## src/cache_cfg.svh

```systemverilog
// Address width, cache geometry and memory read latency macros
`ifndef CACHE_CFG_SVH
`define CACHE_CFG_SVH

//////////////////////////////////////////////////
// Address and data
//////////////////////////////////////////////////

// Byte address, bit 0 always ignored
`define CACHE_ADDR_W 16
// One memory word
`define CACHE_WORD_W 16

//////////////////////////////////////////////////
// Cache geometry
//////////////////////////////////////////////////

`define CACHE_SETS 32
`define CACHE_BLK_WORDS 8

// Derived field widths, tag takes what is left above the index
`define CACHE_OFFSET_W ($clog2(`CACHE_BLK_WORDS))
`define CACHE_INDEX_W ($clog2(`CACHE_SETS))
`define CACHE_TAG_W (`CACHE_ADDR_W - `CACHE_INDEX_W - `CACHE_OFFSET_W - 1)

// Cycles from read enable to rvalid
`define MEM_RD_LAT 4

`endif

```

## src/cache_pkg.sv

```systemverilog
// Cache package: address, word and field types, request opcode and controller state enums
package cache_pkg;

`include "cache_cfg.svh"

   //////////////////////////////////////////////////
   // Data and address types
   //////////////////////////////////////////////////

   // Byte address
   typedef logic [`CACHE_ADDR_W-1:0] addr_t;
   // Data word
   typedef logic [`CACHE_WORD_W-1:0] word_t;

   // Address fields
   typedef logic [`CACHE_TAG_W-1:0] tag_t;
   typedef logic [`CACHE_INDEX_W-1:0] index_t;
   typedef logic [`CACHE_OFFSET_W-1:0] offset_t;

   //////////////////////////////////////////////////
   // Enums
   //////////////////////////////////////////////////

   // Request opcode
   typedef enum logic {
      OP_READ  = 1'b0,
      OP_WRITE = 1'b1
   } req_op_e;

   // Controller FSM
   typedef enum logic [1:0] {
      ST_IDLE    = 2'd0,
      ST_FILL    = 2'd1,
      ST_RESPOND = 2'd2
   } ctrl_state_e;

endpackage

```

## src/cache_ifs.sv

```systemverilog


//////////////////////////////////////////////////
// Controller to data and tag arrays
//////////////////////////////////////////////////

interface cache_array_if;
   // Shared lookup position
   cache_pkg::index_t  index;
   cache_pkg::offset_t offset;
   // Write port
   cache_pkg::word_t   wdata;
   logic               data_we;
   logic               tag_we;
   // Lookup results
   cache_pkg::word_t   rdata;
   logic               hit;

   modport ctrl (
      output index, offset, wdata, data_we, tag_we,
      input  rdata, hit
   );

   // Data array sees offset, tag array does not
   modport data (
      input  index, offset, wdata, data_we,
      output rdata
   );

   modport tag (
      input  index, tag_we,
      output hit
   );
endinterface

```

## src/cache_data_array.sv

```systemverilog
// Cache data array: one word per set and offset, combinational read, clocked word write
`timescale 1ns/1ps
`include "cache_cfg.svh"

module cache_data_array (
   input logic          clk,
   cache_array_if.data  arr
);

   localparam int SETS = `CACHE_SETS;
   localparam int BLK  = `CACHE_BLK_WORDS;

   //////////////////////////////////////////////////
   // Block storage
   //////////////////////////////////////////////////

   // Set-major layout, each set holds one full block
   cache_pkg::word_t blocks [SETS][BLK];

   //////////////////////////////////////////////////
   // Read port
   //////////////////////////////////////////////////

   // Hit path reads in the request cycle
   // Respond path reads the latched miss offset
   assign arr.rdata = blocks[arr.index][arr.offset];

   //////////////////////////////////////////////////
   // Write port
   //////////////////////////////////////////////////

   // Write hits and fill returns share this port
   // Only one of them is active in any cycle
   always_ff @(posedge clk) begin
      if (arr.data_we) begin
         blocks[arr.index][arr.offset] <= arr.wdata;
      end
   end

endmodule

```

## src/flat_wrapper.sv

```systemverilog
// flat-port wrapper written by rule: the top's interface ports become plain ports
module cache_data_array_flat 
  (clk, arr_index, arr_offset, arr_wdata, arr_data_we, arr_rdata);
  cache_array_if arr_i ();
  input logic clk;
  input wire logic [$bits(arr_i.index)-1:0] arr_index;
  input wire logic [$bits(arr_i.offset)-1:0] arr_offset;
  input wire logic [$bits(arr_i.wdata)-1:0] arr_wdata;
  input wire logic [$bits(arr_i.data_we)-1:0] arr_data_we;
  output wire logic [$bits(arr_i.rdata)-1:0] arr_rdata;
  assign arr_i.index = arr_index;
  assign arr_i.offset = arr_offset;
  assign arr_i.wdata = arr_wdata;
  assign arr_i.data_we = arr_data_we;
  assign arr_rdata = arr_i.rdata;
  cache_data_array u_core (.clk(clk), .arr(arr_i));
endmodule
```

## config.mk

```make
export PLATFORM = sky130hd
export DESIGN_NAME = cache_data_array_flat
export DESIGN_NICKNAME = d
export VERILOG_FILES = /design/src/cache_pkg.sv /design/src/cache_ifs.sv /design/src/cache_data_array.sv /design/src/flat_wrapper.sv
export VERILOG_INCLUDE_DIRS = /design/src
export SDC_FILE = /design/constraint.sdc
export NUM_CORES = 2
export LEC_CHECK = 0
export ABC_AREA = 0
export BUFFER_PORTS_ARGS = -buffer_cell sky130_fd_sc_hd__buf_2
export CORE_UTILIZATION = 30
export CTS_CLUSTER_DIAMETER = 50
export DETAILED_ROUTE_END_ITERATION = 12
export SLEW_MARGIN = 20
export SYNTH_ARGS = -nofsm -noshare
export SYNTH_HDL_FRONTEND = slang
export SYNTH_SLANG_ARGS = --single-unit
```

## constraint.sdc

```tcl
create_clock -name clk -period 8.4 [get_ports clk]
set_clock_uncertainty 0.1 [all_clocks]
set_input_delay 0.84 -clock clk [delete_from_list [all_inputs] [get_ports clk]]
set_output_delay 0.84 -clock clk [all_outputs]
set_load 0.03 [all_outputs]
```

* Word-level counts from Yosys, hierarchy flattened
Memory sizes are Yosys's and may differ from the RTL's.
Cells that the tools add are included.
W data, S select, Z words.
** Operators by class
- $lt $le $gt $ge :: 2
- Mux-type cells :: 7
- Reduce and logical (&&, ||, !) cells :: 1
- Bitwise logic cells :: 1
** Operators by type and width (number)
- $mux W128 :: 1
- $bmux W16 S3 :: 1
- $demux W16 S3 :: 1
- $mux W16 :: 3
- $ge A4 B4 Y1 const B :: 1
- $lt A4 B1 Y1 const B :: 1
- $not A3 Y4 :: 1
- $logic_and A1 B1 Y1 :: 1
- $mux W1 :: 1
** Storage, ports and cells
- Flip-flop bits (word level) :: 0
- Output and inout bits :: 16
- Word-level logic and storage cells :: 12
- Bits in writable memories :: 4096
- Memories :: 1
** Memories
- u_core.blocks :: depth 32, bits a word 128, rd ports 1, clocked after memory_dff 0, write ports 1, RTL line cache_data_array.sv:18 : cache_pkg::word_t blocks [SETS][BLK];

* Longest topological paths before layout
- Word-level depth :: 6
- Gate-level depth with buffers :: 13
- Mapped depth without buffers :: 6

* Worst setup path after synthesis
OpenSTA, ideal clock, no wires.
- Path kind :: input to output
- From :: input arr_index[0]
- To :: output arr_rdata[1]
- Data arrival time :: 3.175 ns
- Data required time :: 7.460 ns
- Buffers on the path :: 6
- Slack :: 4.285 ns
- Cell stages on the path :: 11
- Cell sequence :: buf_6 buf_6 buf_6 buf_6 buf_6 buf_6 nor2_1 a311oi_1 nand3_1 a211oi_1 o311ai_1
** Between the ends
- Longest elaborated chain between the ends :: 4
** RTL lines
- start, declared :: RTL line flat_wrapper.sv:6 : input wire logic [$bits(arr_i.index)-1:0] arr_index;
- $mem_v2 Z32 W128
- $bmux W16 S3 :: RTL line cache_data_array.sv:26 : assign arr.rdata = blocks[arr.index][arr.offset];
- $mux W16 (not written as such) (2 in a row) :: RTL line cache_data_array.sv:26
- end, declared :: RTL line flat_wrapper.sv:10 : output wire logic [$bits(arr_i.rdata)-1:0] arr_rdata;
Every way passes these cells. The select of a mux whose other input is x is not followed.

* Worst setup path in the final report
- From :: input arr_index[1]
- To :: output arr_rdata[8]
The elaborated chain is that of the path after synthesis.

==> results.json <==
{
  "outcome": "finished, final reports clean",
  "ant_nets": 0,
  "port-buffer-count": 41,
  "syn_avg_cell_area_um2": 21.89,
  "rsz0062_at_grt": "no",
  "ys_types": 69,
  "place_ws_ps": 1787,
  "final.period_utilization_pct": 79.63,
  "ys_ff_latch": 4096,
  "synth-edff-count": 4096,
  "cts_tree": "built",
  "path_common_cell": "buf_12",
  "setup_viol": 0,
  "h-tree-depth": 5,
  "cts_buffers": 429,
  "clockPowerShare_pct": 42.9,
  "synth.cell_area_mm2": 0.1568,
  "cts_setup_buffers": 0,
  "num-nets-final": 7656,
  "start_util_pct": 30.12,
  "yosysWarnings": 0,
  "hold_violations": 0,
  "stdcell_area_mm2": 0.1817,
  "reg_top3": "u_core.blocks x4096",
  "hold_path.class": "in2reg",
  "cts-root-buf": "clkbuf_16",
  "cts_resized": 0,
  "vias": 82290,
  "slew_headroom_pct": 6.294,
  "drive_above_1_share_pct": 26.64,
  "swShare_pct": 22.20,
  "die-area_mm2": 0.5256,
  "setup.worst_path.class": "in2out",
  "ir_worst_vdd_uv": 198.3,
  "num_rows": 265,
  "areaGrowthSynthToFinish_pct": 15.91,
  "crit_chain": "buf_12 -> buf_12 -> mux4_2 -> mux2i_1 -> nor2_1 -> a2111oi_0 -> a21oi_1 -> nand4b_1 -> buf_2",
  "overflow": 0,
  "seqPwrFrac_pct": 51.8,
  "die_h_um": 725.0,
  "antenna_found_initial": 27,
  "crit_path_end_kind": "primary output",
  "fmax_ghz": 0.1495,
  "wire_per_inst_um": 33.64,
  "yosysSeqAreaShare_pct": 78.44,
  "firstDrtPassIters": 6,
  "netlist_instances": 7163,
  "path_clk_slew_ps": 60,
  "p_sw_uw": 9656,
  "drv_slew": 0,
  "cts_hold_buf": 0,
  "grt_pass1_wl_um": 680800,
  "num_io_pins": 42,
  "synthesis.nets": 7189,
  "die_w_um": 725.0,
  "drc": 0,
  "drt-total-wl_um": 503400,
  "synth-async-reset-ratio_pct": 0,
  "place_congestion": 0.8905,
  "power_frac_comb_pct": 5.2,
  "power_leakage_uw": 0.05599,
  "critPathSlowestCell": "mux2i_1",
  "layout_common_cells": "4,096 x edfxtp_1, 805 x mux4_2, 437 x clkbuf_16, 416 x mux2i_1, 379 x buf_4",
  "core_area_mm2": 0.5206,
  "track_usage_pct": 18.50,
  "power_density_mw_per_mm2": 239.3,
  "holdWs_ps": 244.1,
  "grt_max_degree": 165,
  "arrival_ps": 5750,
  "regMostFlops": "u_core.blocks",
  "cts_sinks": 4096,
  "avgViaCountPerCell": 5.499,
  "clk_path_buf_depth": 4,
  "final_common_cell": "edfxtp_1",
  "largest_register_ffs": 4096,
  "grt_pass1_vias": 79670,
  "maxCapViolCount": 0,
  "intPower_uw": 33840,
  "crit_path_max_incr_delay_ps": 890,
  "final.setup.tns_ps": 0,
  "hpwl_um": 305200,
  "path_max_fanout": 82,
  "period_needed_ps": 6689,
  "dpl-instance-area_mm2": 0.1678,
  "worst_pin_slew_ps": 1406,
  "fin_ws_ps": 1711,
  "worstPathRequired_ps": 7460,
  "drt-initial-drc-count": 13070,
  "startpoint_type": "input port",
  "ys.flop_type": "edfxtp_1"
}
[layout make-up]
class / count / area (µm²)
diodes: 31 / 77.57
multi-input cells: 2643 / 32220
well taps: 6942 / 8686
inverters: 5 / 22.52
repair buffers: 455 / 3973
fillers: 47680 / 338800
flip-flops and latches: 4096 / 123000
clock inverters: 273 / 2517
clock buffers: 521 / 11250
[worst max-delay path: cells and delay by family]
kind            cells  cell delay [ps]
simple gates        2              990
buf+inv             3             1250
mux                 2             1470
compound gates      2              590
[path summary, 6_finish.rpt]
check          from                          endpoint  slack (ps)  depth (start not counted)
min    arr_wdata[0]  u_core.blocks[27][112]$_DFFE_PP_         240                          1
max    arr_index[1]                      arr_rdata[8]        1710                          9
[per-stage QoR]
| step | total power [µW] | instances | utilization (%) |
|---|---|---|---|
| after global routing | 44410 | 14940 | 34.90 |
| after global placement | 25160 | 14140 | 32.19 |
| after detailed placement | 25210 | 14140 | 32.24 |
| after floorplan | 24000 | 7163 | - |
| after CTS | 43610 | 14930 | 34.88 |
| final | 43500 | 14970 | 34.91 |
[Yosys cell counts (4+ instances only)]
cell type | number | area, µm²
clkbuf_1 | 126 | 473.0
nor4_1 | 13 | 81.33
a21oi_1 | 92 | 460.4
buf_2 | 135 | 675.7
buf_8 | 4 | 60.06
a32oi_1 | 5 | 43.79
a22oi_1 | 220 | 1652
nand4_1 | 33 | 206.5
or4_1 | 4 | 30.03
a22o_1 | 43 | 376.6
o21ai_0 | 39 | 195.2
o22ai_1 | 171 | 1070
nor2_1 | 280 | 1051
nand2_1 | 153 | 574.3
or4b_2 | 4 | 40.04
o2111ai_1 | 11 | 96.34
a31oi_1 | 10 | 62.56
and3_1 | 6 | 37.54
and2_1 | 6 | 37.54
o211ai_1 | 32 | 240.2
buf_12 | 5 | 100.1
nand2b_1 | 5 | 31.28
buf_4 | 81 | 608.1
buf_1 | 21 | 78.83
o31ai_1 | 5 | 37.54
nor3_1 | 59 | 295.3
mux2i_1 | 416 | 4164
a211oi_1 | 14 | 105.1
mux4_2 | 805 | 18130
edfxtp_1 | 4096 | 123000
buf_6 | 46 | 518.0
mux2_2 | 18 | 202.7
a221oi_1 | 34 | 297.8
nand3_1 | 40 | 200.2
a41oi_1 | 12 | 105.1
a311oi_1 | 12 | 105.1
mux4_1 | 27 | 709.4
o311ai_0 | 6 | 52.55
nor2b_1 | 12 | 75.07
o221ai_1 | 7 | 61.31
nand4bb_1 | 4 | 45.04
[metal layers]
metal  share of wire (%)  up-vias  track usage [%]
met5               0.014        -                0
met4                 4.8       12            7.884
met3                  12     1035            5.680
met2                  45     5749            28.03
met1                  38    44070            24.68
li1                    -    31430                -
[power groups by stage]
stage                     sequential (µW)  combinational [µW]  clock [µW]
after detailed placement            23000                2230           0
after CTS                           22500                2230       18800
after global routing                22500                2310       19600
after global placement              23000                2190           0
after floorplan                     23000                1030           0
final                               22500                2280       18700
[logic make-up (layout without fill, tap and decap cells)]
kind of cell | after synthesis | after routing | share of synthesized area [%]
mux | 1266 | 1266 | 14.80
other cells | 0 | 31 | 0
compound gates | 734 | 734 | 3.280
simple gates | 643 | 643 | 1.860
buf+inv | 424 | 1254 | 1.618
flops | 4096 | 4096 | 78.44
Note: power is estimated with default switching activity, not from simulation.
