File: config.mk
export PLATFORM = sky130hd
export DESIGN_NAME = cache_ctrl_flat
export DESIGN_NICKNAME = d
export VERILOG_FILES = /design/src/cache_pkg.sv /design/src/cache_ifs.sv /design/src/cache_ctrl.sv /design/src/flat_wrapper.sv
export VERILOG_INCLUDE_DIRS = /design/src
export SDC_FILE = /design/constraint.sdc
export NUM_CORES = 1
export LEC_CHECK = 0
export ABC_AREA = 1
export BUFFER_PORTS_ARGS = -buffer_cell sky130_fd_sc_hd__buf_2
export CAP_MARGIN = 10
export CORE_UTILIZATION = 43
export CTS_BUF_LIST = sky130_fd_sc_hd__clkbuf_2
export DETAILED_ROUTE_END_ITERATION = 7
export PLACE_DENSITY = 0.92
export SLEW_MARGIN = 20
export SYNTH_ARGS = -nofsm -noshare
export SYNTH_HDL_FRONTEND = slang
export SYNTH_SLANG_ARGS = --single-unit
File: constraint.sdc
create_clock -name clk -period 3.1 [get_ports clk]
set_clock_uncertainty 0.1 [all_clocks]
set_input_delay 0.93 -clock clk [delete_from_list [all_inputs] [get_ports clk]]
set_output_delay 0.93 -clock clk [all_outputs]
set_load 0.02 [all_outputs]
File: src/cache_cfg.svh
// Address width, cache geometry and memory read latency macros
`ifndef CACHE_CFG_SVH
`define CACHE_CFG_SVH

//////////////////////////////////////////////////
// Address and data
//////////////////////////////////////////////////

// Byte address, bit 0 always ignored
`define CACHE_ADDR_W 16
// One memory word
`define CACHE_WORD_W 16

//////////////////////////////////////////////////
// Cache geometry
//////////////////////////////////////////////////

`define CACHE_SETS 32
`define CACHE_BLK_WORDS 8

// Derived field widths, tag takes what is left above the index
`define CACHE_OFFSET_W ($clog2(`CACHE_BLK_WORDS))
`define CACHE_INDEX_W ($clog2(`CACHE_SETS))
`define CACHE_TAG_W (`CACHE_ADDR_W - `CACHE_INDEX_W - `CACHE_OFFSET_W - 1)

// Cycles from read enable to rvalid
`define MEM_RD_LAT 4

`endif

File: src/cache_pkg.sv
// Cache package: address, word and field types, request opcode and controller state enums
package cache_pkg;

`include "cache_cfg.svh"

   //////////////////////////////////////////////////
   // Data and address types
   //////////////////////////////////////////////////

   // Byte address
   typedef logic [`CACHE_ADDR_W-1:0] addr_t;
   // Data word
   typedef logic [`CACHE_WORD_W-1:0] word_t;

   // Address fields
   typedef logic [`CACHE_TAG_W-1:0] tag_t;
   typedef logic [`CACHE_INDEX_W-1:0] index_t;
   typedef logic [`CACHE_OFFSET_W-1:0] offset_t;

   //////////////////////////////////////////////////
   // Enums
   //////////////////////////////////////////////////

   // Request opcode
   typedef enum logic {
      OP_READ  = 1'b0,
      OP_WRITE = 1'b1
   } req_op_e;

   // Controller FSM
   typedef enum logic [1:0] {
      ST_IDLE    = 2'd0,
      ST_FILL    = 2'd1,
      ST_RESPOND = 2'd2
   } ctrl_state_e;

endpackage

File: src/cache_ifs.sv
// Interfaces mem_bus_if and cache_array_if with their modports
`timescale 1ns/1ps

//////////////////////////////////////////////////
// Controller to main memory
//////////////////////////////////////////////////

interface mem_bus_if;
   // Request side, from the controller
   logic             enable;
   logic             wr;
   cache_pkg::addr_t addr;
   cache_pkg::word_t wdata;
   // Read return, fixed latency after enable
   cache_pkg::word_t rdata;
   logic             rvalid;

   modport master (
      output enable, wr, addr, wdata,
      input  rdata, rvalid
   );

   modport slave (
      input  enable, wr, addr, wdata,
      output rdata, rvalid
   );
endinterface

//////////////////////////////////////////////////
// Controller to data and tag arrays
//////////////////////////////////////////////////

interface cache_array_if;
   // Shared lookup position
   cache_pkg::index_t  index;
   cache_pkg::offset_t offset;
   // Write port
   cache_pkg::word_t   wdata;
   logic               data_we;
   logic               tag_we;
   // Lookup results
   cache_pkg::word_t   rdata;
   logic               hit;

   modport ctrl (
      output index, offset, wdata, data_we, tag_we,
      input  rdata, hit
   );

   // Data array sees offset, tag array does not
   modport data (
      input  index, offset, wdata, data_we,
      output rdata
   );

   modport tag (
      input  index, tag_we,
      output hit
   );
endinterface

File: src/cache_ctrl.sv
// Cache controller: request decode, hit path, write-through and block-fill FSM
`timescale 1ns/1ps
`include "cache_cfg.svh"

module cache_ctrl (
   input  logic               clk,
   input  logic               rst,
   input  logic               req_valid,
   input  cache_pkg::req_op_e req_op,
   input  cache_pkg::addr_t   req_addr,
   input  cache_pkg::word_t   req_wdata,
   output logic               stall,
   output logic               rd_valid,
   output logic               hit,
   output cache_pkg::word_t   rd_data,
   output cache_pkg::tag_t    lookup_tag,
   cache_array_if.ctrl        arr,
   mem_bus_if.master          mem
);

   // Address field positions
   localparam int OFF_LSB = 1;
   localparam int IDX_LSB = OFF_LSB + `CACHE_OFFSET_W;
   localparam int TAG_LSB = IDX_LSB + `CACHE_INDEX_W;

   // Issue counter needs one extra bit to mark completion
   localparam int CNT_W = `CACHE_OFFSET_W + 1;
   localparam logic [CNT_W-1:0] ISSUE_END = CNT_W'(`CACHE_BLK_WORDS);
   localparam cache_pkg::offset_t LAST_OFF = cache_pkg::offset_t'(`CACHE_BLK_WORDS - 1);

   // Incoming request fields
   cache_pkg::offset_t req_off;
   cache_pkg::index_t  req_idx;
   cache_pkg::tag_t    req_tag;

   // Latched miss address and its fields
   cache_pkg::addr_t   miss_addr;
   cache_pkg::offset_t miss_off;
   cache_pkg::index_t  miss_idx;
   cache_pkg::tag_t    miss_tag;

   cache_pkg::ctrl_state_e state;
   logic [CNT_W-1:0]       issue_cnt;
   cache_pkg::offset_t     ret_cnt;

   logic accept;
   logic is_write;
   logic in_fill;
   logic issuing;
   logic last_ret;

   assign req_off  = req_addr[OFF_LSB +: `CACHE_OFFSET_W];
   assign req_idx  = req_addr[IDX_LSB +: `CACHE_INDEX_W];
   assign req_tag  = req_addr[TAG_LSB +: `CACHE_TAG_W];
   assign miss_off = miss_addr[OFF_LSB +: `CACHE_OFFSET_W];
   assign miss_idx = miss_addr[IDX_LSB +: `CACHE_INDEX_W];
   assign miss_tag = miss_addr[TAG_LSB +: `CACHE_TAG_W];

   // Busy for the whole fill and the respond cycle
   assign stall    = (state != cache_pkg::ST_IDLE);
   assign accept   = req_valid && (state == cache_pkg::ST_IDLE);
   assign is_write = (req_op == cache_pkg::OP_WRITE);
   assign in_fill  = (state == cache_pkg::ST_FILL);
   // Reads go out on consecutive cycles until all offsets are issued
   assign issuing  = in_fill && (issue_cnt != ISSUE_END);
   assign last_ret = in_fill && mem.rvalid && (ret_cnt == LAST_OFF);

   //////////////////////////////////////////////////
   // Array and memory drive
   //////////////////////////////////////////////////

   always_comb begin
      // Defaults follow the incoming request
      arr.index  = req_idx;
      arr.offset = req_off;
      arr.wdata  = req_wdata;
      lookup_tag = req_tag;
      mem.addr   = req_addr;
      case (state)
         cache_pkg::ST_FILL: begin
            // Returns land at the return counter
            arr.index  = miss_idx;
            arr.offset = ret_cnt;
            arr.wdata  = mem.rdata;
            lookup_tag = miss_tag;
            mem.addr   = {miss_tag, miss_idx, issue_cnt[`CACHE_OFFSET_W-1:0], 1'b0};
         end
         cache_pkg::ST_RESPOND: begin
            arr.index  = miss_idx;
            arr.offset = miss_off;
            lookup_tag = miss_tag;
         end
         default: begin
         end
      endcase
   end

   // Write hit updates the cached copy, fill returns fill the block
   assign arr.data_we = (accept && is_write && arr.hit) || (in_fill && mem.rvalid);
   // Tag goes valid with the last word
   assign arr.tag_we  = last_ret;

   // Writes go straight through, fill issues reads
   assign mem.enable = (accept && is_write) || issuing;
   assign mem.wr     = accept && is_write;
   assign mem.wdata  = req_wdata;

   //////////////////////////////////////////////////
   // FSM and response flags
   //////////////////////////////////////////////////

   always_ff @(posedge clk) begin
      if (rst) begin
         state     <= cache_pkg::ST_IDLE;
         issue_cnt <= '0;
         ret_cnt   <= '0;
         rd_valid  <= 1'b0;
         hit       <= 1'b0;
      end else begin
         // Single-cycle pulses
         rd_valid <= 1'b0;
         hit      <= 1'b0;
         case (state)
            cache_pkg::ST_IDLE: begin
               if (accept) begin
                  hit <= arr.hit;
                  if (!is_write && arr.hit) begin
                     rd_valid <= 1'b1;
                  end else if (!is_write) begin
                     // Read miss starts a fill
                     state     <= cache_pkg::ST_FILL;
                     issue_cnt <= '0;
                     ret_cnt   <= '0;
                  end
               end
            end
            cache_pkg::ST_FILL: begin
               if (issuing) begin
                  issue_cnt <= issue_cnt + 1'b1;
               end
               if (mem.rvalid) begin
                  ret_cnt <= ret_cnt + 1'b1;
               end
               if (last_ret) begin
                  state <= cache_pkg::ST_RESPOND;
               end
            end
            cache_pkg::ST_RESPOND: begin
               // Miss response, hit stays low
               rd_valid <= 1'b1;
               state    <= cache_pkg::ST_IDLE;
            end
            default: begin
               state <= cache_pkg::ST_IDLE;
            end
         endcase
      end
   end

   //////////////////////////////////////////////////
   // Read data and miss address
   //////////////////////////////////////////////////

   always_ff @(posedge clk) begin
      if ((accept && !is_write && arr.hit) || (state == cache_pkg::ST_RESPOND)) begin
         rd_data <= arr.rdata;
      end
      if (accept && !is_write && !arr.hit) begin
         miss_addr <= req_addr;
      end
   end

endmodule

File: src/flat_wrapper.sv
// flat-port wrapper written by rule: the top's interface ports become plain ports
module cache_ctrl_flat 
  (clk, rst, req_valid, req_op, req_addr, req_wdata, stall, rd_valid, hit, rd_data, lookup_tag, arr_index, arr_offset, arr_wdata, arr_data_we, arr_tag_we, arr_rdata, arr_hit, mem_enable, mem_wr, mem_addr, mem_wdata, mem_rdata, mem_rvalid);
  cache_array_if arr_i ();
  mem_bus_if mem_i ();
  input  logic clk;
  input  logic rst;
  input  logic req_valid;
  input  cache_pkg::req_op_e req_op;
  input  cache_pkg::addr_t req_addr;
  input  cache_pkg::word_t req_wdata;
  output logic stall;
  output logic rd_valid;
  output logic hit;
  output cache_pkg::word_t rd_data;
  output cache_pkg::tag_t lookup_tag;
  output wire logic [$bits(arr_i.index)-1:0] arr_index;
  output wire logic [$bits(arr_i.offset)-1:0] arr_offset;
  output wire logic [$bits(arr_i.wdata)-1:0] arr_wdata;
  output wire logic [$bits(arr_i.data_we)-1:0] arr_data_we;
  output wire logic [$bits(arr_i.tag_we)-1:0] arr_tag_we;
  input wire logic [$bits(arr_i.rdata)-1:0] arr_rdata;
  input wire logic [$bits(arr_i.hit)-1:0] arr_hit;
  output wire logic [$bits(mem_i.enable)-1:0] mem_enable;
  output wire logic [$bits(mem_i.wr)-1:0] mem_wr;
  output wire logic [$bits(mem_i.addr)-1:0] mem_addr;
  output wire logic [$bits(mem_i.wdata)-1:0] mem_wdata;
  input wire logic [$bits(mem_i.rdata)-1:0] mem_rdata;
  input wire logic [$bits(mem_i.rvalid)-1:0] mem_rvalid;
  assign arr_index = arr_i.index;
  assign arr_offset = arr_i.offset;
  assign arr_wdata = arr_i.wdata;
  assign arr_data_we = arr_i.data_we;
  assign arr_tag_we = arr_i.tag_we;
  assign arr_i.rdata = arr_rdata;
  assign arr_i.hit = arr_hit;
  assign mem_enable = mem_i.enable;
  assign mem_wr = mem_i.wr;
  assign mem_addr = mem_i.addr;
  assign mem_wdata = mem_i.wdata;
  assign mem_i.rdata = mem_rdata;
  assign mem_i.rvalid = mem_rvalid;
  cache_ctrl u_core (.clk(clk), .rst(rst), .req_valid(req_valid), .req_op(req_op), .req_addr(req_addr), .req_wdata(req_wdata), .stall(stall), .rd_valid(rd_valid), .hit(hit), .rd_data(rd_data), .lookup_tag(lookup_tag), .arr(arr_i), .mem(mem_i));
endmodule
---- Word-level counts from Yosys, hierarchy flattened ----
Index checks and enable logic that the tools add are counted.
cells by class
  mux-type cells .......................... 23
  reductions and logical operators ........ 23
  div/mod/pow operators ................... 0
  bitwise operators ....................... 2
  equality and inequality tests ........... 10
  multipliers ............................. 0
  add/sub/neg operators ................... 2
  shift operators ......................... 0
  $lt $le $gt $ge ......................... 0
operators by type and width
  kind                                                 number
  two-way mux 16 bit                                   2
  two-way mux 4 bit                                    4
  two-way mux 3 bit                                    4
  case mux 3 bit (2 select lines)                      2
  logical AND 1 bit                                    10
  != test 2 bit, second input constant                 5
  AND reduction 5 bit                                  2
  two-way mux 2 bit                                    4
  case mux 4 bit (2 select lines)                      1
  two-way mux 7 bit                                    1
  two-way mux 5 bit                                    1
  adder 4 x 1 -> 4 bit, second input constant          1
  != test 4 bit, second input constant                 1
  case mux 2 bit (2 select lines)                      1
  AND reduction 4 bit                                  1
  nonzero test 2 bit                                   2
  adder 3 x 1 -> 3 bit, second input constant          1
  equality test 3 bit, second input constant           1
  logical OR 1 bit                                     3
  OR reduction 3 bit                                   1
  equality test 2 x 1 -> 1 bit, second input constant  1
  equality test 2 bit, second input constant           1
  zero test 1 bit                                      2
  zero test 2 bit                                      1
  other kinds (5)                                      7
storage, ports and cells
  RAM bits ................................ 0
  bits in latches ......................... 0
  register bits after elaboration ......... 43
  ROM bits ................................ 0
  logic and storage cells ................. 67
  memories kept ........................... 0

---- Longest topological paths before layout ----
  depth after elaboration ................. 5
  depth in mapped cells ................... 9

---- Worst setup path before layout ----
Ideal clock, no wire load.
  path kind ............................... input-to-output
  start ................................... in req_valid
  end ..................................... out arr_data_we
  arrival ................................. 1.582 ns
  stages on the path ...................... 4
  setup slack ............................. 0.488 ns
  data required time ...................... 2.070 ns
  cells stage by stage .................... nand2_1 -> nor2_1 -> nand2_1 -> nand2_1
on the way
  cells in the longest elaborated chain, start to end .. 4
RTL lines
  element            RTL line            source
  start, declared    flat_wrapper.sv:8   input logic req_valid;
  logical AND 1 bit  cache_ctrl.sv:61    assign accept = req_valid && (state == cache_pkg::ST_IDLE);
  logical AND 1 bit  -
  via mem_wr         flat_wrapper.sv:25  output wire logic [$bits(mem_i.wr)-1:0] mem_wr;
  logical AND 1 bit  cache_ctrl.sv:99    assign arr.data_we = (accept && is_write && arr.hit) || (in_fill && mem.rvalid);
  logical OR 1 bit   cache_ctrl.sv:99
  end, declared      flat_wrapper.sv:20  output wire logic [$bits(arr_i.data_we)-1:0] arr_data_we;
The timed path passes the listed nets, and every way through them passes these cells.

---- Worst setup path after layout ----
  start ................................... reg u_core.state[0]
  end ..................................... out arr_offset[0]
on the way
  cells in the longest elaborated chain, start to end .. 2
  elaborated cells on any way between the ends .. 3
  those cells by class .................... eq/ne: 2; mux: 1
RTL lines
  element                                                              RTL line            source
  start, declared                                                      cache_ctrl.sv:42    cache_pkg::ctrl_state_e state;
  start signal, assigned                                               cache_ctrl.sv:114   state <= cache_pkg::ST_IDLE;
  start signal, assigned                                               cache_ctrl.sv:131   state <= cache_pkg::ST_FILL;
  start signal, assigned                                               cache_ctrl.sv:145   state <= cache_pkg::ST_RESPOND;
  equality test 2 bit or equality test 2 x 1 -> 1 bit (tied branches)  cache_ctrl.sv:79    case (state)
  case mux 3 bit (2 select lines) (*)                                  cache_ctrl.sv:79
  end, declared                                                        flat_wrapper.sv:18  output wire logic [$bits(arr_i.offset)-1:0] arr_offset;
Every way passes the cells marked *; elsewhere a longest branch is shown, timed or not.

==> run summary <==
### Synth
* edfxtp_1 — largest area contributor in the synthesized netlist
* 39.6% — share of the synthesized area in the top cell type
* 31 — number of synthesized flops with an enable pin
* nand2_1 — most numerous cell in the Yosys netlist
* 294 — number of standard cells after synthesis
* edfxtp_1 (40%), nand2_1 (17%), dfxtp_1 (9.4%), o21ai_0 (6.6%), buf_4 (5.4%) — top area cells in the synthesized netlist
* 2350 sq um — synthesized area
* 24 — Yosys cell types
* 0 — total of warnings raised by yosys
* 42 — Seq cells post-synth
* 7.99 sq um — post-synthesis average cell area
* edfxtp_1 — dominant synthesized flop cell
* 49.0% — proportion of synthesized chip area in sequential cells
* 373 — post-synth net total
* nand2_1 (104), edfxtp_1 (31), o21ai_0 (31), inv_1 (29), nor2_1 (20) — top cells by instance count after synthesis
* 0% — proportion of register bits with asynchronous set or reset after synthesis

### GRT
* 20.3% — Total GRT Usage
* 9.42 mm — first-pass GRT wire length
* 0 — residual overflow from global routing
* 31 — largest net degree at the start of global routing
* 0 — initial antenna violation count
* 2207 — via count of the first global-routing pass

### Placed design
* 155 — IO Port Bufs
* 4.68 mm — HPWL after DPL
* 0.516 ns — worst slack at placement
* 0.769 — weighted congestion at the end of routability-driven global placement

### CTS
* 0.39 ns — latest clock arrival within the worst-skew pair
* 0.21 ns — clock-pin slew on the worst setup and hold paths
* 0 — number of buffers inserted to repair setup after CTS
* clkbuf_2 — CTS root buffer
* 2 — maximum count of clock buffers along a single path
* 5 — number of clock buffers inserted by TritonCTS
* yes — TritonCTS clock tree
* 2 — H-Tree Level Count
* 42 — # clock sinks

### Setup path
* register — critical path startpoint category
* 30 — CP Max Fanout
* 1.85 ns — arrival time at the worst endpoint
* output pin — Critical Path Sink Type
* 2.07 ns — Worst EP required
* register to output pin — worst setup path class

### Drt
* 5.92 mm — post-detailed-routing wire length
* 0 — post-detailed-route count of antenna-violating nets
* 4.75 — detailed-route vias per instance
* 80 — violation count after the first detailed-route iteration
* 4 — Detailed Routing Iterations Pass 1
* 0 — DRC violation count after routing
* 11.7 um — Routed WL per cell
* 2409 — number of vias after detailed routing

### STA
* 0 — final hold viol count
* 92.9% — ratio of final minimum period to clock period
* 59.0% — Max-slew headroom
* 0 ns — setup total negative slack
* 347 MHz — maximum operating frequency
* 0.614 ns — transition time at the pin with the least slew margin
* 0.220 ns — minimum setup slack in the final design
* no — setup repair after global routing missed its margin
* 0 — final number of max-transition violations
* 2.88 ns — min cycle time layout
* 0 — Finish-stage setup viols

### Layout
* 41.6% — share of post-route cells with drive strength above 1
* 0 — total inserted antenna cells
* 34.1% — Layout Area Growth over Synthesis
* 472 — filler instances
* 515 — final net count

### Floorplan
* 75.9 um — Die Width
* 5760 sq um — total die area
* 26 — number of core rows
* 45.4% — effective utilization at floorplan
* 156 — I/O pin total
* 75.9 um — floorplan die height
* 5170 sq um — Core Box Area

### Status
* completed — status

### Job
* 0 — total of max-cap violations

### Pwr
* 979 nW/um^2 — ratio of total power to cell area
* 0.537 mV — maximum vdd ir drop
* 1.62 nW — leak pwr

### Min path
* register to register — type of the worst min-delay path

[worst max-delay path, stage by stage, from the launching register on]
cell and delay [ns]:
dfxtp_1 0.43, inv_1 0.10, ha_1 0.30, buf_6 0.21, nor2_1 0.07, a31oi_1 0.16, buf_2 0.19
[repair_timing]
item	4_1_cts	5_1_grt
endpoints found under the setup margin	0	10
gates resized for setup	0	2
hold buffers	0	0
[final timing paths]
path / startpoint / endpoint / slack (ns) / cells past startpoint
worst min-delay path: u_core.state[1]$_SDFFE_PP0P_ / u_core.state[1]$_SDFFE_PP0P_ / 0.43 / 2
worst min register to register: u_core.state[1]$_SDFFE_PP0P_ / u_core.state[1]$_SDFFE_PP0P_ / 0.43 / 2
worst max-delay path: u_core.state[0]$_SDFFE_PP0P_ / arr_offset[0] / 0.22 / 6
worst max register to register: u_core.state[1]$_SDFFE_PP0P_ / u_core.rd_data[15]$_DFFE_PP_ / 1.22 / 4
[state kept, by name, indices dropped and copies added, names as in the netlist]
signal            count
u_core.hit            1
u_core.miss_addr     15
u_core.ret_cnt        3
u_core.rd_valid       1
u_core.rd_data       16
u_core.issue_cnt      4
u_core.state          2
[layout by cell type (no fill, tap or decap), drive strengths merged]
cell type,instances
clkinv,2
nand4,2
edfxtp,31
nand2,107
a31oi,2
dfxtp,11
nor3,3
inv,34
clkinvlp,1
buf,161
a21oi,6
nor2,22
o21ai,32
ha,9
clkbuf,5
o21a,2
nand3,7
[final cells by class]
cell class / count / area, sq um / area share, %
Tap cell: 70 / 87.6 / 2.78
Inverter: 34 / 128 / 4.05
Sequential cell: 42 / 1150 / 36.5
Multi-Input combinational cell: 192 / 911 / 28.9
Clock inverter: 3 / 25.0 / 0.794
Timing Repair Buffer: 161 / 825 / 26.2
Clock buffer: 5 / 25.0 / 0.794
[layer usage]
metal	vias to the layer above	part of all wire (%)	track usage, %
met5	-	0	0
li1	1205	-	-
met1	1078	40	21.4
met4	0	2.2	8.08
met3	12	7.6	5.90
met2	114	50	37.7
[power by group]
part	switching (W)	internal, W
Sequential	0.0000584	0.000742
Combinational	0.00139	0.000646
Clock	0.000188	0.0000601
Total	0.00164	0.00145
[logic make-up (layout without fill, tap and decap cells)]
family | count (synthesis) | after routing | share of synthesized area, %
AO/OA/AOI/OAI | 42 | 42 | 9.42
adder cells (fa/ha/maj) | 9 | 9 | 4.79
buffers and inverters | 60 | 203 | 12.6
flip-flops | 42 | 42 | 49.0
AND/OR/NAND/NOR | 141 | 141 | 24.2
[through the flow]
stage / total power, W / area (sq um) / cells / hold WS [ns] / util [%]
detailed placement: 0.00285 / 3100 / 499 / 0.403 / 59.8
CTS: 0.00310 / 3150 / 507 / 0.428 / 60.8
finish: 0.00309 / 3150 / 507 / 0.430 / 60.9
global route: 0.00332 / 3150 / 507 / 0.469 / 60.9
global placement: 0.00279 / 3100 / 499 / 0.396 / 59.8
floorplan: 0.00221 / 2350 / 294 / 0.378 / -
Power figures use the tool's default switching activity.
