--- src/cache_cfg.svh ---
// Address width, cache geometry and memory read latency macros
`ifndef CACHE_CFG_SVH
`define CACHE_CFG_SVH

//////////////////////////////////////////////////
// Address and data
//////////////////////////////////////////////////

// Byte address, bit 0 always ignored
`define CACHE_ADDR_W 16
// One memory word
`define CACHE_WORD_W 16

//////////////////////////////////////////////////
// Cache geometry
//////////////////////////////////////////////////

`define CACHE_SETS 32
`define CACHE_BLK_WORDS 8

// Derived field widths, tag takes what is left above the index
`define CACHE_OFFSET_W ($clog2(`CACHE_BLK_WORDS))
`define CACHE_INDEX_W ($clog2(`CACHE_SETS))
`define CACHE_TAG_W (`CACHE_ADDR_W - `CACHE_INDEX_W - `CACHE_OFFSET_W - 1)

// Cycles from read enable to rvalid
`define MEM_RD_LAT 4

`endif

--- src/cache_pkg.sv ---
// Cache package: address, word and field types, request opcode and controller state enums
package cache_pkg;

`include "cache_cfg.svh"

   //////////////////////////////////////////////////
   // Data and address types
   //////////////////////////////////////////////////

   // Byte address
   typedef logic [`CACHE_ADDR_W-1:0] addr_t;
   // Data word
   typedef logic [`CACHE_WORD_W-1:0] word_t;

   // Address fields
   typedef logic [`CACHE_TAG_W-1:0] tag_t;
   typedef logic [`CACHE_INDEX_W-1:0] index_t;
   typedef logic [`CACHE_OFFSET_W-1:0] offset_t;

   //////////////////////////////////////////////////
   // Enums
   //////////////////////////////////////////////////

   // Request opcode
   typedef enum logic {
      OP_READ  = 1'b0,
      OP_WRITE = 1'b1
   } req_op_e;

   // Controller FSM
   typedef enum logic [1:0] {
      ST_IDLE    = 2'd0,
      ST_FILL    = 2'd1,
      ST_RESPOND = 2'd2
   } ctrl_state_e;

endpackage

--- src/cache_ifs.sv ---


//////////////////////////////////////////////////
// Controller to data and tag arrays
//////////////////////////////////////////////////

interface cache_array_if;
   // Shared lookup position
   cache_pkg::index_t  index;
   cache_pkg::offset_t offset;
   // Write port
   cache_pkg::word_t   wdata;
   logic               data_we;
   logic               tag_we;
   // Lookup results
   cache_pkg::word_t   rdata;
   logic               hit;

   modport ctrl (
      output index, offset, wdata, data_we, tag_we,
      input  rdata, hit
   );

   // Data array sees offset, tag array does not
   modport data (
      input  index, offset, wdata, data_we,
      output rdata
   );

   modport tag (
      input  index, tag_we,
      output hit
   );
endinterface

--- src/cache_tag_array.sv ---
// Cache tag array: tag and valid bit per set, hit compare and clocked update
`timescale 1ns/1ps
`include "cache_cfg.svh"

module cache_tag_array (
   input logic            clk,
   input logic            rst,
   cache_array_if.tag     arr,
   input cache_pkg::tag_t lookup_tag
);

   localparam int SETS = `CACHE_SETS;

   //////////////////////////////////////////////////
   // Tag and valid storage
   //////////////////////////////////////////////////

   cache_pkg::tag_t tags [SETS];
   logic [SETS-1:0] valid;

   // Indexed entry
   cache_pkg::tag_t entry_tag;
   logic            entry_valid;

   assign entry_tag   = tags[arr.index];
   assign entry_valid = valid[arr.index];

   //////////////////////////////////////////////////
   // Hit compare
   //////////////////////////////////////////////////

   // Valid entry with matching tag
   assign arr.hit = entry_valid && (entry_tag == lookup_tag);

   //////////////////////////////////////////////////
   // Update
   //////////////////////////////////////////////////

   // Every set starts invalid
   always_ff @(posedge clk) begin
      if (rst) begin
         valid <= '0;
      end else if (arr.tag_we) begin
         valid[arr.index] <= 1'b1;
      end
   end

   // Fill completion installs the miss tag
   always_ff @(posedge clk) begin
      if (arr.tag_we) begin
         tags[arr.index] <= lookup_tag;
      end
   end

endmodule

--- src/flat_wrapper.sv ---
// flat-port wrapper written by rule: the top's interface ports become plain ports
module cache_tag_array_flat 
  (clk, rst, lookup_tag, arr_index, arr_tag_we, arr_hit);
  cache_array_if arr_i ();
  input logic clk;
  input logic rst;
  input cache_pkg::tag_t lookup_tag;
  input wire logic [$bits(arr_i.index)-1:0] arr_index;
  input wire logic [$bits(arr_i.tag_we)-1:0] arr_tag_we;
  output wire logic [$bits(arr_i.hit)-1:0] arr_hit;
  assign arr_i.index = arr_index;
  assign arr_i.tag_we = arr_tag_we;
  assign arr_hit = arr_i.hit;
  cache_tag_array u_core (.clk(clk), .rst(rst), .arr(arr_i), .lookup_tag(lookup_tag));
endmodule
--- config.mk ---
export PLATFORM = sky130hd
export DESIGN_NAME = cache_tag_array_flat
export DESIGN_NICKNAME = d
export VERILOG_FILES = /design/src/cache_pkg.sv /design/src/cache_ifs.sv /design/src/cache_tag_array.sv /design/src/flat_wrapper.sv
export VERILOG_INCLUDE_DIRS = /design/src
export SDC_FILE = /design/constraint.sdc
export NUM_CORES = 1
export LEC_CHECK = 0
export ABC_CLOCK_PERIOD_IN_PS = 2700
export BUFFER_PORTS_ARGS = -buffer_cell sky130_fd_sc_hd__buf_2
export CAP_MARGIN = 20
export CORE_ASPECT_RATIO = 1.4
export CORE_MARGIN = 10
export CORE_UTILIZATION = 61
export DETAILED_ROUTE_END_ITERATION = 16
export HOLD_SLACK_MARGIN = 0.06
export PLACE_DENSITY = 0.86
export SYNTH_ARGS = -nofsm -noshare
export SYNTH_HDL_FRONTEND = slang
export SYNTH_SLANG_ARGS = --single-unit
--- constraint.sdc ---
create_clock -name clk -period 2.7 [get_ports clk]
set_input_delay 0.27 -clock clk [delete_from_list [all_inputs] [get_ports clk]]
set_output_delay 0.27 -clock clk [all_outputs]
set_load 0.1 [all_outputs]
# Word level (Yosys, flattened, before mapping)
# Memories as Yosys holds them, arrays and structs flattened.
# Cells that the tools add are included.
dict set report word_totals {
  mem_count 1
  ramBits 224
  regBits 32
  input_bits 15
  word_cells 14
}
# memory words width read_ports rd_ports_with_merged_regs write_ports line
set memory_table {}
lappend memory_table {u_core.tags 32 7 1 0 1 cache_tag_array.sv:18} ;# cache_pkg::tag_t tags [SETS];
dict set report classes {
  order_cmp 2
  muxes 6
  n_eq_ne 1
  bitwise 1
  reduce_logical 2
}
# cell n
set op_table {}
lappend op_table {{$or 32x32->32} 1}
lappend op_table {{$eq 7x7->1} 1}
lappend op_table {{$lt 5x6->1 const B} 1}
lappend op_table {{$bmux 1 s5} 1}
lappend op_table {{$demux 1 s5} 1}
lappend op_table {{$ge 5x1->1 const B} 1}
lappend op_table {{$mux 1} 4}
lappend op_table {{$logic_and 1x1->1} 2}

# Longest topological paths before layout
# Gate-level depths: netlist of run 1.
dict set report logic_depth {
  depth_word 5
  ltp_mapped 9
}

# Worst setup path before layout of run 1
# OpenSTA, ideal clock, no wires.
dict set report synth_timing {
  path_type {input to output}
  start {in arr_index[0]}
  end {out arr_hit}
  stages 9
  setup_slack_ps -975
  t_required_ps 2430
  arrival_time_ps 3405
  path_cell_list {buf_6 > buf_2 > buf_4 > mux2i_1 > o22ai_1 > a211oi_1 > a31o_1 > o211ai_1 > nor4_2}
}
dict set report synth_via {
  elab_chain_len 3
  word_cells_on_any_way 5
  classes_between {eq/ne: 1; mux: 2; reduce/logical: 1; memory: 1}
}
# element line
set synth_lines {}
lappend synth_lines {{start: declaration} flat_wrapper.sv:8} ;# input wire logic [$bits(arr_i.index)-1:0] arr_index;
lappend synth_lines {{$mem_v2 32x7 / $bmux 1 s5 (equally long branches)} -}
lappend synth_lines {{$eq 7x7->1 / $mux 1 (equally long branches)} {cache_tag_array.sv:33, cache_tag_array.sv:26}}
lappend synth_lines {{$logic_and 1x1->1 (*)} cache_tag_array.sv:33} ;# assign arr.hit = entry_valid && (entry_tag == lookup_tag);
lappend synth_lines {{end: declaration} flat_wrapper.sv:10} ;# output wire logic [$bits(arr_i.hit)-1:0] arr_hit;
# Every way passes the cells marked *; elsewhere a longest branch is shown, timed or not. The select of a mux whose other input is x is not followed.

# Worst setup path in the final report of run 1
dict set report layout_timing {
  start {mem u_core.tags[11][1] in the netlist's numbering}
  end {out arr_hit}
}
dict set report layout_via {
  elab_chain_len 3
}
# element line
set layout_lines {}
lappend layout_lines {{start: declaration} cache_tag_array.sv:18}
lappend layout_lines {{$mem_v2 32x7} -}
lappend layout_lines {{$eq 7x7->1} cache_tag_array.sv:33}
lappend layout_lines {{$logic_and 1x1->1} cache_tag_array.sv:33}
# No other way between the ends.

==> results of run 1 <==
area by class of cell:
class                   count  area [um^2]  share of cell area
clock buffers              35          651              0.0547
clock inverters             7         41.3             0.00347
inverters                   2         7.51            0.000631
multi-input cells         337         2740               0.230
flip-flops and latches    256         7370               0.619
well taps                 199          249              0.0209
repair buffers            104          852              0.0716
kinds of logic (layout without fill, tap and decap cells):
| group | after synthesis | after routing |
|---|---|---|
| DFF | 256 | 256 |
| AOI/OAI and AO/OA | 63 | 63 |
| and+or+nand+nor | 158 | 158 |
| buffers and inverters | 38 | 148 |
| muxes | 116 | 116 |
worst max-delay path, stage by stage, from the launching register on:
cell	delay [ps]
edfxtp_1	380
mux2i_2	240
o22ai_1	130
or4_4	550
nor4_4	250
o22ai_2	160
nor4_4	310
buf_12	220
worst max-delay path by stage:
| stage | from | to | slack [ps] | depth (start not counted) |
|---|---|---|---|---|
| 2_1_floorplan | arr_index[0] | arr_hit | -360 | 9 |
| 3_3_place_gp | arr_index[0] | arr_hit | -190 | 9 |
| 3_5_place_dp | arr_index[4] | arr_hit | -230 | 9 |
| 4_1_cts | u_core.tags[5][3] | arr_hit | -280 | 7 |
| 5_1_grt | u_core.tags[9][3] | arr_hit | -390 | 7 |
| 6_report | u_core.tags[11][1] | arr_hit | -320 | 7 |
stage by stage:
step / setup TNS (ps) / power, mW / utilization
floorplan: -362 / 4.69 / -
global placement: -193 / 4.89 / 0.679
detailed placement: -231 / 4.91 / 0.679
CTS: -279 / 7.89 / 0.726
global route: -387 / 8.08 / 0.730
finish: -325 / 7.89 / 0.730
registers in the layout, indices dropped and copies added, names as in the netlist:
| signal | flops |
|---|---|
| u_core.tags | 224 |
| u_core.valid | 32 |
repair_timing:
item / CTS / global route
pin swaps: 9 / 6
hold endpoints to repair: 0 / 0
endpoints found under the setup margin: 1 / 1
resized for setup: 14 / 14
report_power, final:
part / internal, mW / switching, mW
Sequential: 4.35 / 0.0152
Clock: 1.67 / 1.35
Combinational: 0.202 / 0.304
Total: 6.22 / 1.67
metal layers:
layer / vias to the layer above / GRT usage / routed length (um)
met1: 3042 / 0.271 / 9070
met2: 375 / 0.375 / 12800
met4: 0 / 0.108 / 1330
met5: - / 0 / 0
met3: 90 / 0.0404 / 2100
li1: 2648 / - / -
cells in the final DEF, fill, tap and decap left out, drive strengths merged, types with 6 or more instances in the layout:
master / instances
edfxtp: 224
nor2: 104
buf: 104
mux2i: 96
o22ai: 47
clkbuf: 35
dfxtp: 32
mux4: 14
nor4: 8
nor2b: 6
or4: 6
mux2: 6
==> metrics.md, run 1 <==
| Metric | Value |
|---|---|
| Initial antenna violation count | 0 |
| Tightest Pin Transition | 730 ps |
| Largest net degree at the start of global routing | 35 |
| Total number of vias | ~6000 |
| VDD IR max | 0.000687 V |
| # IOs | 16 |
| Synth Area in Adders | 0 |
| H-tree Lvls | 1 |
| Crit start category | flip-flop |
| Number of distinct library cells after synthesis | 39 |
| Slew HR | 0.514 |
| Mapped Cells | between 600 and 700 |
| Area contributors post-synth | edfxtp_1, mux2i_1, dfxtp_1 |
| WL per Instance | 26.9 um |
| Cell row count | 55 |
| Final min period | ~3000 ps |
| TritonCTS clock tree | yes |
| Origin of the critical flop-to-flop path | u_core.valid[29] |
| NumNets Final | between 700 and 800 |
| Reg2Reg Depth | 2 |
| First drt pass iteration count | 5 |
| Synth cell count leaders | edfxtp_1, nor2_1, mux2i_1 |
| Outcome | finished with violations |
| TritonCTS Buffers | 23 |
| Worst Path Required | ~2400 ps |
| CTS Buffer Depth | 3 |
| Arr. time, crit path | 2750 ps |
| Dpl cell area | 11100 um^2 |
| Post-Synth XOR/XNOR Area | 0 |
| Initial Utilization | 0.625 |
| Number of global-route vias before repair | 6270 |
| Cell area after layout | 11900 um^2 |
| Fmax | 0.331 GHz |
| PnR worst setup slack | -325 ps |
| Clk sinks | around 260 |
| Reg-to-reg slack, setup | around 2000 ps |
| Sequential area share after synthesis | 0.723 |
| Post-route DRC violation count | 0 |
| Die Y | approximately 170 um |
| Synth Cell Area | a little over 10000 um^2 |
| YS warnings | 0 |
| Post-Syn Area per Cell | about 16 um^2 |
| Share of layout cells above drive strength 1 | 0.247 |
| Leakage dissipation | 4.26 nW |
| Routability-driven placement congestion ratio | 0.966 |
| Grt total ovfl | 0 |
| Final hold vios | 0 |
| RR Endpoint | u_core.valid[29] |
| Final setup viols | 1 |
| Hold Crit Depth | 1 |
| Global-route wire length before repair | about 38000 um |
| Failing checks | negative setup slack |
| Max Slew Vio Count | 0 |
| Initial detailed-routing violation count | a little under 800 |
| Layout area overhead | 16.8% |
| Die Wd | 129 um |
| Yosys top cell area share | 0.660 |
| Final period utilization | 1.12 |
| Postcts setup bufs | 0 |
| Critical path peak fanout | 2 |
| Worst-Skew Late Latency | ~510 ps |
| Hold_sp | lookup_tag[6] |
| Ys async rst share | 0 |
| Max Cap Violations | 0 |
| Main synth FF type | edfxtp_1 |
| Power density cells | ~660 nW/um^2 |
| Dominant cell type by area after synthesis | edfxtp_1 |
| HP Class | primary input to flip-flop |
| Die area | about 22000 um^2 |
| Root Driver | clkbuf_16 |
| WL final | between 20000 and 30000 um |
| Core Footprint | between 15000 and 20000 um^2 |
| CP Class | flip-flop to primary output |
| Worst slack, placed | -231 ps |
| ANT cells | 0 |
| Syn Nets | ~650 |
| Filler instances | slightly above 900 |
| Routed vias/inst | about 6.5 |
| Dpl hpwl | between 15000 and 20000 um |
| Critical Path End Type | primary output |
| Clk slew on worst S/H paths | roughly 60 ps |
| Worst Hold End | u_core.tags[30][6] |
| Fraction of synthesized area in multiplexers | 0.132 |
| Synth Area in Compound Gates | 0.0426 |
| Port Buf Inserts | 15 |
| Routed Antenna Nets | 0 |
| Hold WS | approximately 120 ps |
| GRT Util Overall | 0.224 |
| RSZ-0062 raised after global routing | true |
| Cts-stage hold buffer count | 0 |
| Setup Skew | 0 ps |
| Count leader, synth | edfxtp_1 |
| FF+latch count, synth | between 200 and 300 |
| Post-synth EDFFs | roughly 220 |
| Post-Synth Simple-Gate Area | 0.0790 |
| Main combinational cell family by area after synthesis | multiplexers |
| Placed insts | 899 |
| Post-Layout Cell Count | 940 |
No activity file was read; power rests on OpenSTA's default activity.
==> run 2: changes to the inputs <==
--- a/config.mk
+++ b/config.mk
@@ -6,6 +6,7 @@
 export SDC_FILE = /design/constraint.sdc
 export NUM_CORES = 1
 export LEC_CHECK = 0
+export ABC_AREA = 1
 export ABC_CLOCK_PERIOD_IN_PS = 2700
 export BUFFER_PORTS_ARGS = -buffer_cell sky130_fd_sc_hd__buf_2
 export CAP_MARGIN = 20
@@ -15,6 +16,7 @@
 export DETAILED_ROUTE_END_ITERATION = 16
 export HOLD_SLACK_MARGIN = 0.06
 export PLACE_DENSITY = 0.86
+export SKIP_CTS_REPAIR_TIMING = 1
 export SYNTH_ARGS = -nofsm -noshare
 export SYNTH_HDL_FRONTEND = slang
 export SYNTH_SLANG_ARGS = --single-unit
==> run 2 against run 1 <==
- the flow now finishes without violations
- via count increased by 27%
- combinational power is 4% higher
- critical path depth rose by 7
- fmax up 19%
- clock skew is the same
- total power fell by 0.58%
- sequential power barely moved
- critical endpoint unchanged
==> metrics.md, run 2 <==
| Metric | Value |
|---|---|
| Outcome | finished clean |
| Clk sinks | approximately 260 |
| Ys async rst share | 0 |
| Share of layout cells above drive strength 1 | 0.0990 |
| Largest registers | u_core.tags: 224 flops, u_core.valid: 32 flops |
| CP Class | flip-flop to primary output |
| Root Driver | clkbuf_16 |
| WL per Instance | 17.8 um |
| CP cell instances | nand2_1, nand2_1, nand2_1, nand2_1, nand2_1, nand2_1, nor2_1, nand2_1, nand2_1, nand2_1, nor2_1, nand2_1, nor2_2, buf_12 |
| Routability-driven placement congestion ratio | slightly below 0.9 |
| Total number of vias | between 7000 and 8000 |
| Crit path launch | u_core.tags[14][1] |
| Clk slew on worst S/H paths | ~70 ps |
| Cell area after layout | about 12000 um^2 |
| FF+latch count, synth | around 260 |
| Layout area overhead | 12.5% |
| Critical path's slowest cell | edfxtp_1 |
| Initial Utilization | 0.620 |
| Critical path peak fanout | 2 |
| Mapped Cells | roughly 1100 |
| Number of global-route vias before repair | about 7800 |
| Post-synth EDFFs | approximately 220 |
| Largest stage delay on the critical path | roughly 360 ps |
| Synth Cell Area | 10700 um^2 |
| # IOs | 16 |
| Main synth FF type | edfxtp_1 |
| Reg2Reg Depth | 2 |
| Commonest non-fill, non-tap cell in the layout | nand2_1 |
| Tightest Pin Transition | around 720 ps |
| Worst-Skew Late Latency | 500 ps |
| Die Y | around 180 um |
| Sequential area share after synthesis | 0.686 |
| CTS Buffer Depth | 3 |
| WP depth | 14 |
| Post-route DRC violation count | 0 |
| WL final | ~25000 um |
| Syn Nets | ~1100 |
| Die Wd | about 130 um |
| H-tree Lvls | 1 |
| Worst Path Required | 2430 ps |
| Count leader, synth | nand2_1 |
| YS warnings | 0 |
| VDD IR max | between 0.0007 and 0.0008 V |
| Most frequent cells in the layout | nand2_1, edfxtp_1, nor2_1 |
| Hold WS | approximately 110 ps |
| TritonCTS clock tree | yes |
| Power density cells | roughly 650 nW/um^2 |
| Core Footprint | about 17000 um^2 |
| Buf/Inv on CP | 1 |
| Final min period | 2540 ps |
| Most flops, register | u_core.tags |
| Yosys top cell area share | 0.626 |
| Post-Syn Area per Cell | between 9 and 10 um^2 |
| Final setup viols | 0 |
| Max Slew Vio Count | 0 |
| ANT cells | 0 |
| Max FFs per register | between 200 and 250 |
| Filler instances | ~1200 |
| Final period utilization | 0.940 |
| Dominant cell type by area after synthesis | edfxtp_1 |
| Die area | between 20000 and 25000 um^2 |
| Setup tns final | 0 ps |
| Critical path's top delay family | simple AND/OR/NAND/NOR gates |
| Dpl cell area | between 10000 and 15000 um^2 |
| HP Class | primary input to flip-flop |
| CP most frequent cell | nand2_1 |
| First drt pass iteration count | 5 |
| TritonCTS Buffers | 22 |
| Max Cap Violations | 0 |
| Initial detailed-routing violation count | between 900 and 1000 |
| Leakage dissipation | between 5 and 6 nW |
| Final hold vios | 0 |
| Hold_sp | lookup_tag[4] |
| Largest net degree at the start of global routing | 67 |
| Port Buf Inserts | 15 |
| Worst Setup EP | arr_hit |
| Critical Path End Type | primary output |
| Grt total ovfl | 0 |
| Cell row count | 57 |
| Crit start category | flip-flop |
| Routed vias/inst | 5.51 |
| Global-route wire length before repair | 39800 um |
| Initial antenna violation count | 0 |
| Fmax | roughly 0.39 GHz |
| Dpl hpwl | around 15000 um |
| RR Endpoint | u_core.valid[14] |
| NumNets Final | ~1200 |
| Number of distinct library cells after synthesis | 16 |
| GRT Util Overall | 0.213 |
| Power Total | 7.84 mW |
| Slew HR | 0.517 |
| Area contributors post-synth | edfxtp_1, nand2_1, dfxtp_1 |
| Setup Skew | 0 ps |
| Arr. time, crit path | between 2000 and 2500 ps |
| Reg-to-reg slack, setup | 2040 ps |
| RSZ-0062 raised after global routing | false |
| Synth cell count leaders | nand2_1, edfxtp_1, nor2_1 |
| Origin of the critical flop-to-flop path | u_core.valid[14] |
| Routed Antenna Nets | 0 |
[run 2: cell count changes after synthesis, sizes merged, moves of 6 or more]
cell   change
mux4      -14
nand3     +17
nor2      +17
nand2    +634
o22ai     -47
mux2i     -96
or4        -6
inv       +21
nand4      +6
mux2       -6
nor4       -8
nor2b      -6
[run 2: layer usage]
| layer | vias to the layer above | global-route usage | part of all wire |
|---|---|---|---|
| li1 | 3683 | - | - |
| met1 | 3683 | 0.247 | 0.37 |
| met2 | 382 | 0.385 | 0.52 |
| met3 | 71 | 0.0247 | 0.069 |
| met4 | 0 | 0.103 | 0.039 |
| met5 | - | 0 | 0 |
[run 2: final cells by class]
cell class / count / area, um^2 / share of cell area
clock buffer: 34 / 647 / 0.0535
sequential: 256 / 7370 / 0.610
tap: 236 / 295 / 0.0244
timing repair buffer: 71 / 576 / 0.0476
inverter: 23 / 86.3 / 0.00714
clock inverter: 5 / 25.0 / 0.00207
multi-input combinational: 793 / 3090 / 0.256
[run 2: power by group]
part	switching, mW	internal, mW	total (mW)
Clock	1.31	1.65	2.96
Combinational	0.379	0.144	0.524
Sequential	0.0136	4.34	4.36
Total	1.70	6.14	7.84
[run 2: worst min path at each step]
stage                         endpoint  depth (start not counted)
floorplan             u_core.valid[25]                          1
global placement       u_core.valid[5]                          2
detailed placement     u_core.valid[5]                          2
finish              u_core.tags[11][4]                          1
global route        u_core.tags[11][4]                          1
CTS                 u_core.tags[11][4]                          1
[run 2: through the flow]
stage,util,cells,setup WS (ps)
floorplan,-,1116,283
global placement,0.658,1379,302
detailed placement,0.658,1379,256
CTS,0.697,1418,96.0
global route,0.697,1418,6.60
finish,0.697,1418,162
[run 2: cell families (layout without fill, tap and decap cells)]
logic type	count (synthesis)	in the layout	share of synthesized area
compound gates	1	1	0.000465
simple gates	792	792	0.286
flops	256	256	0.686
buf+inv	67	133	0.0274
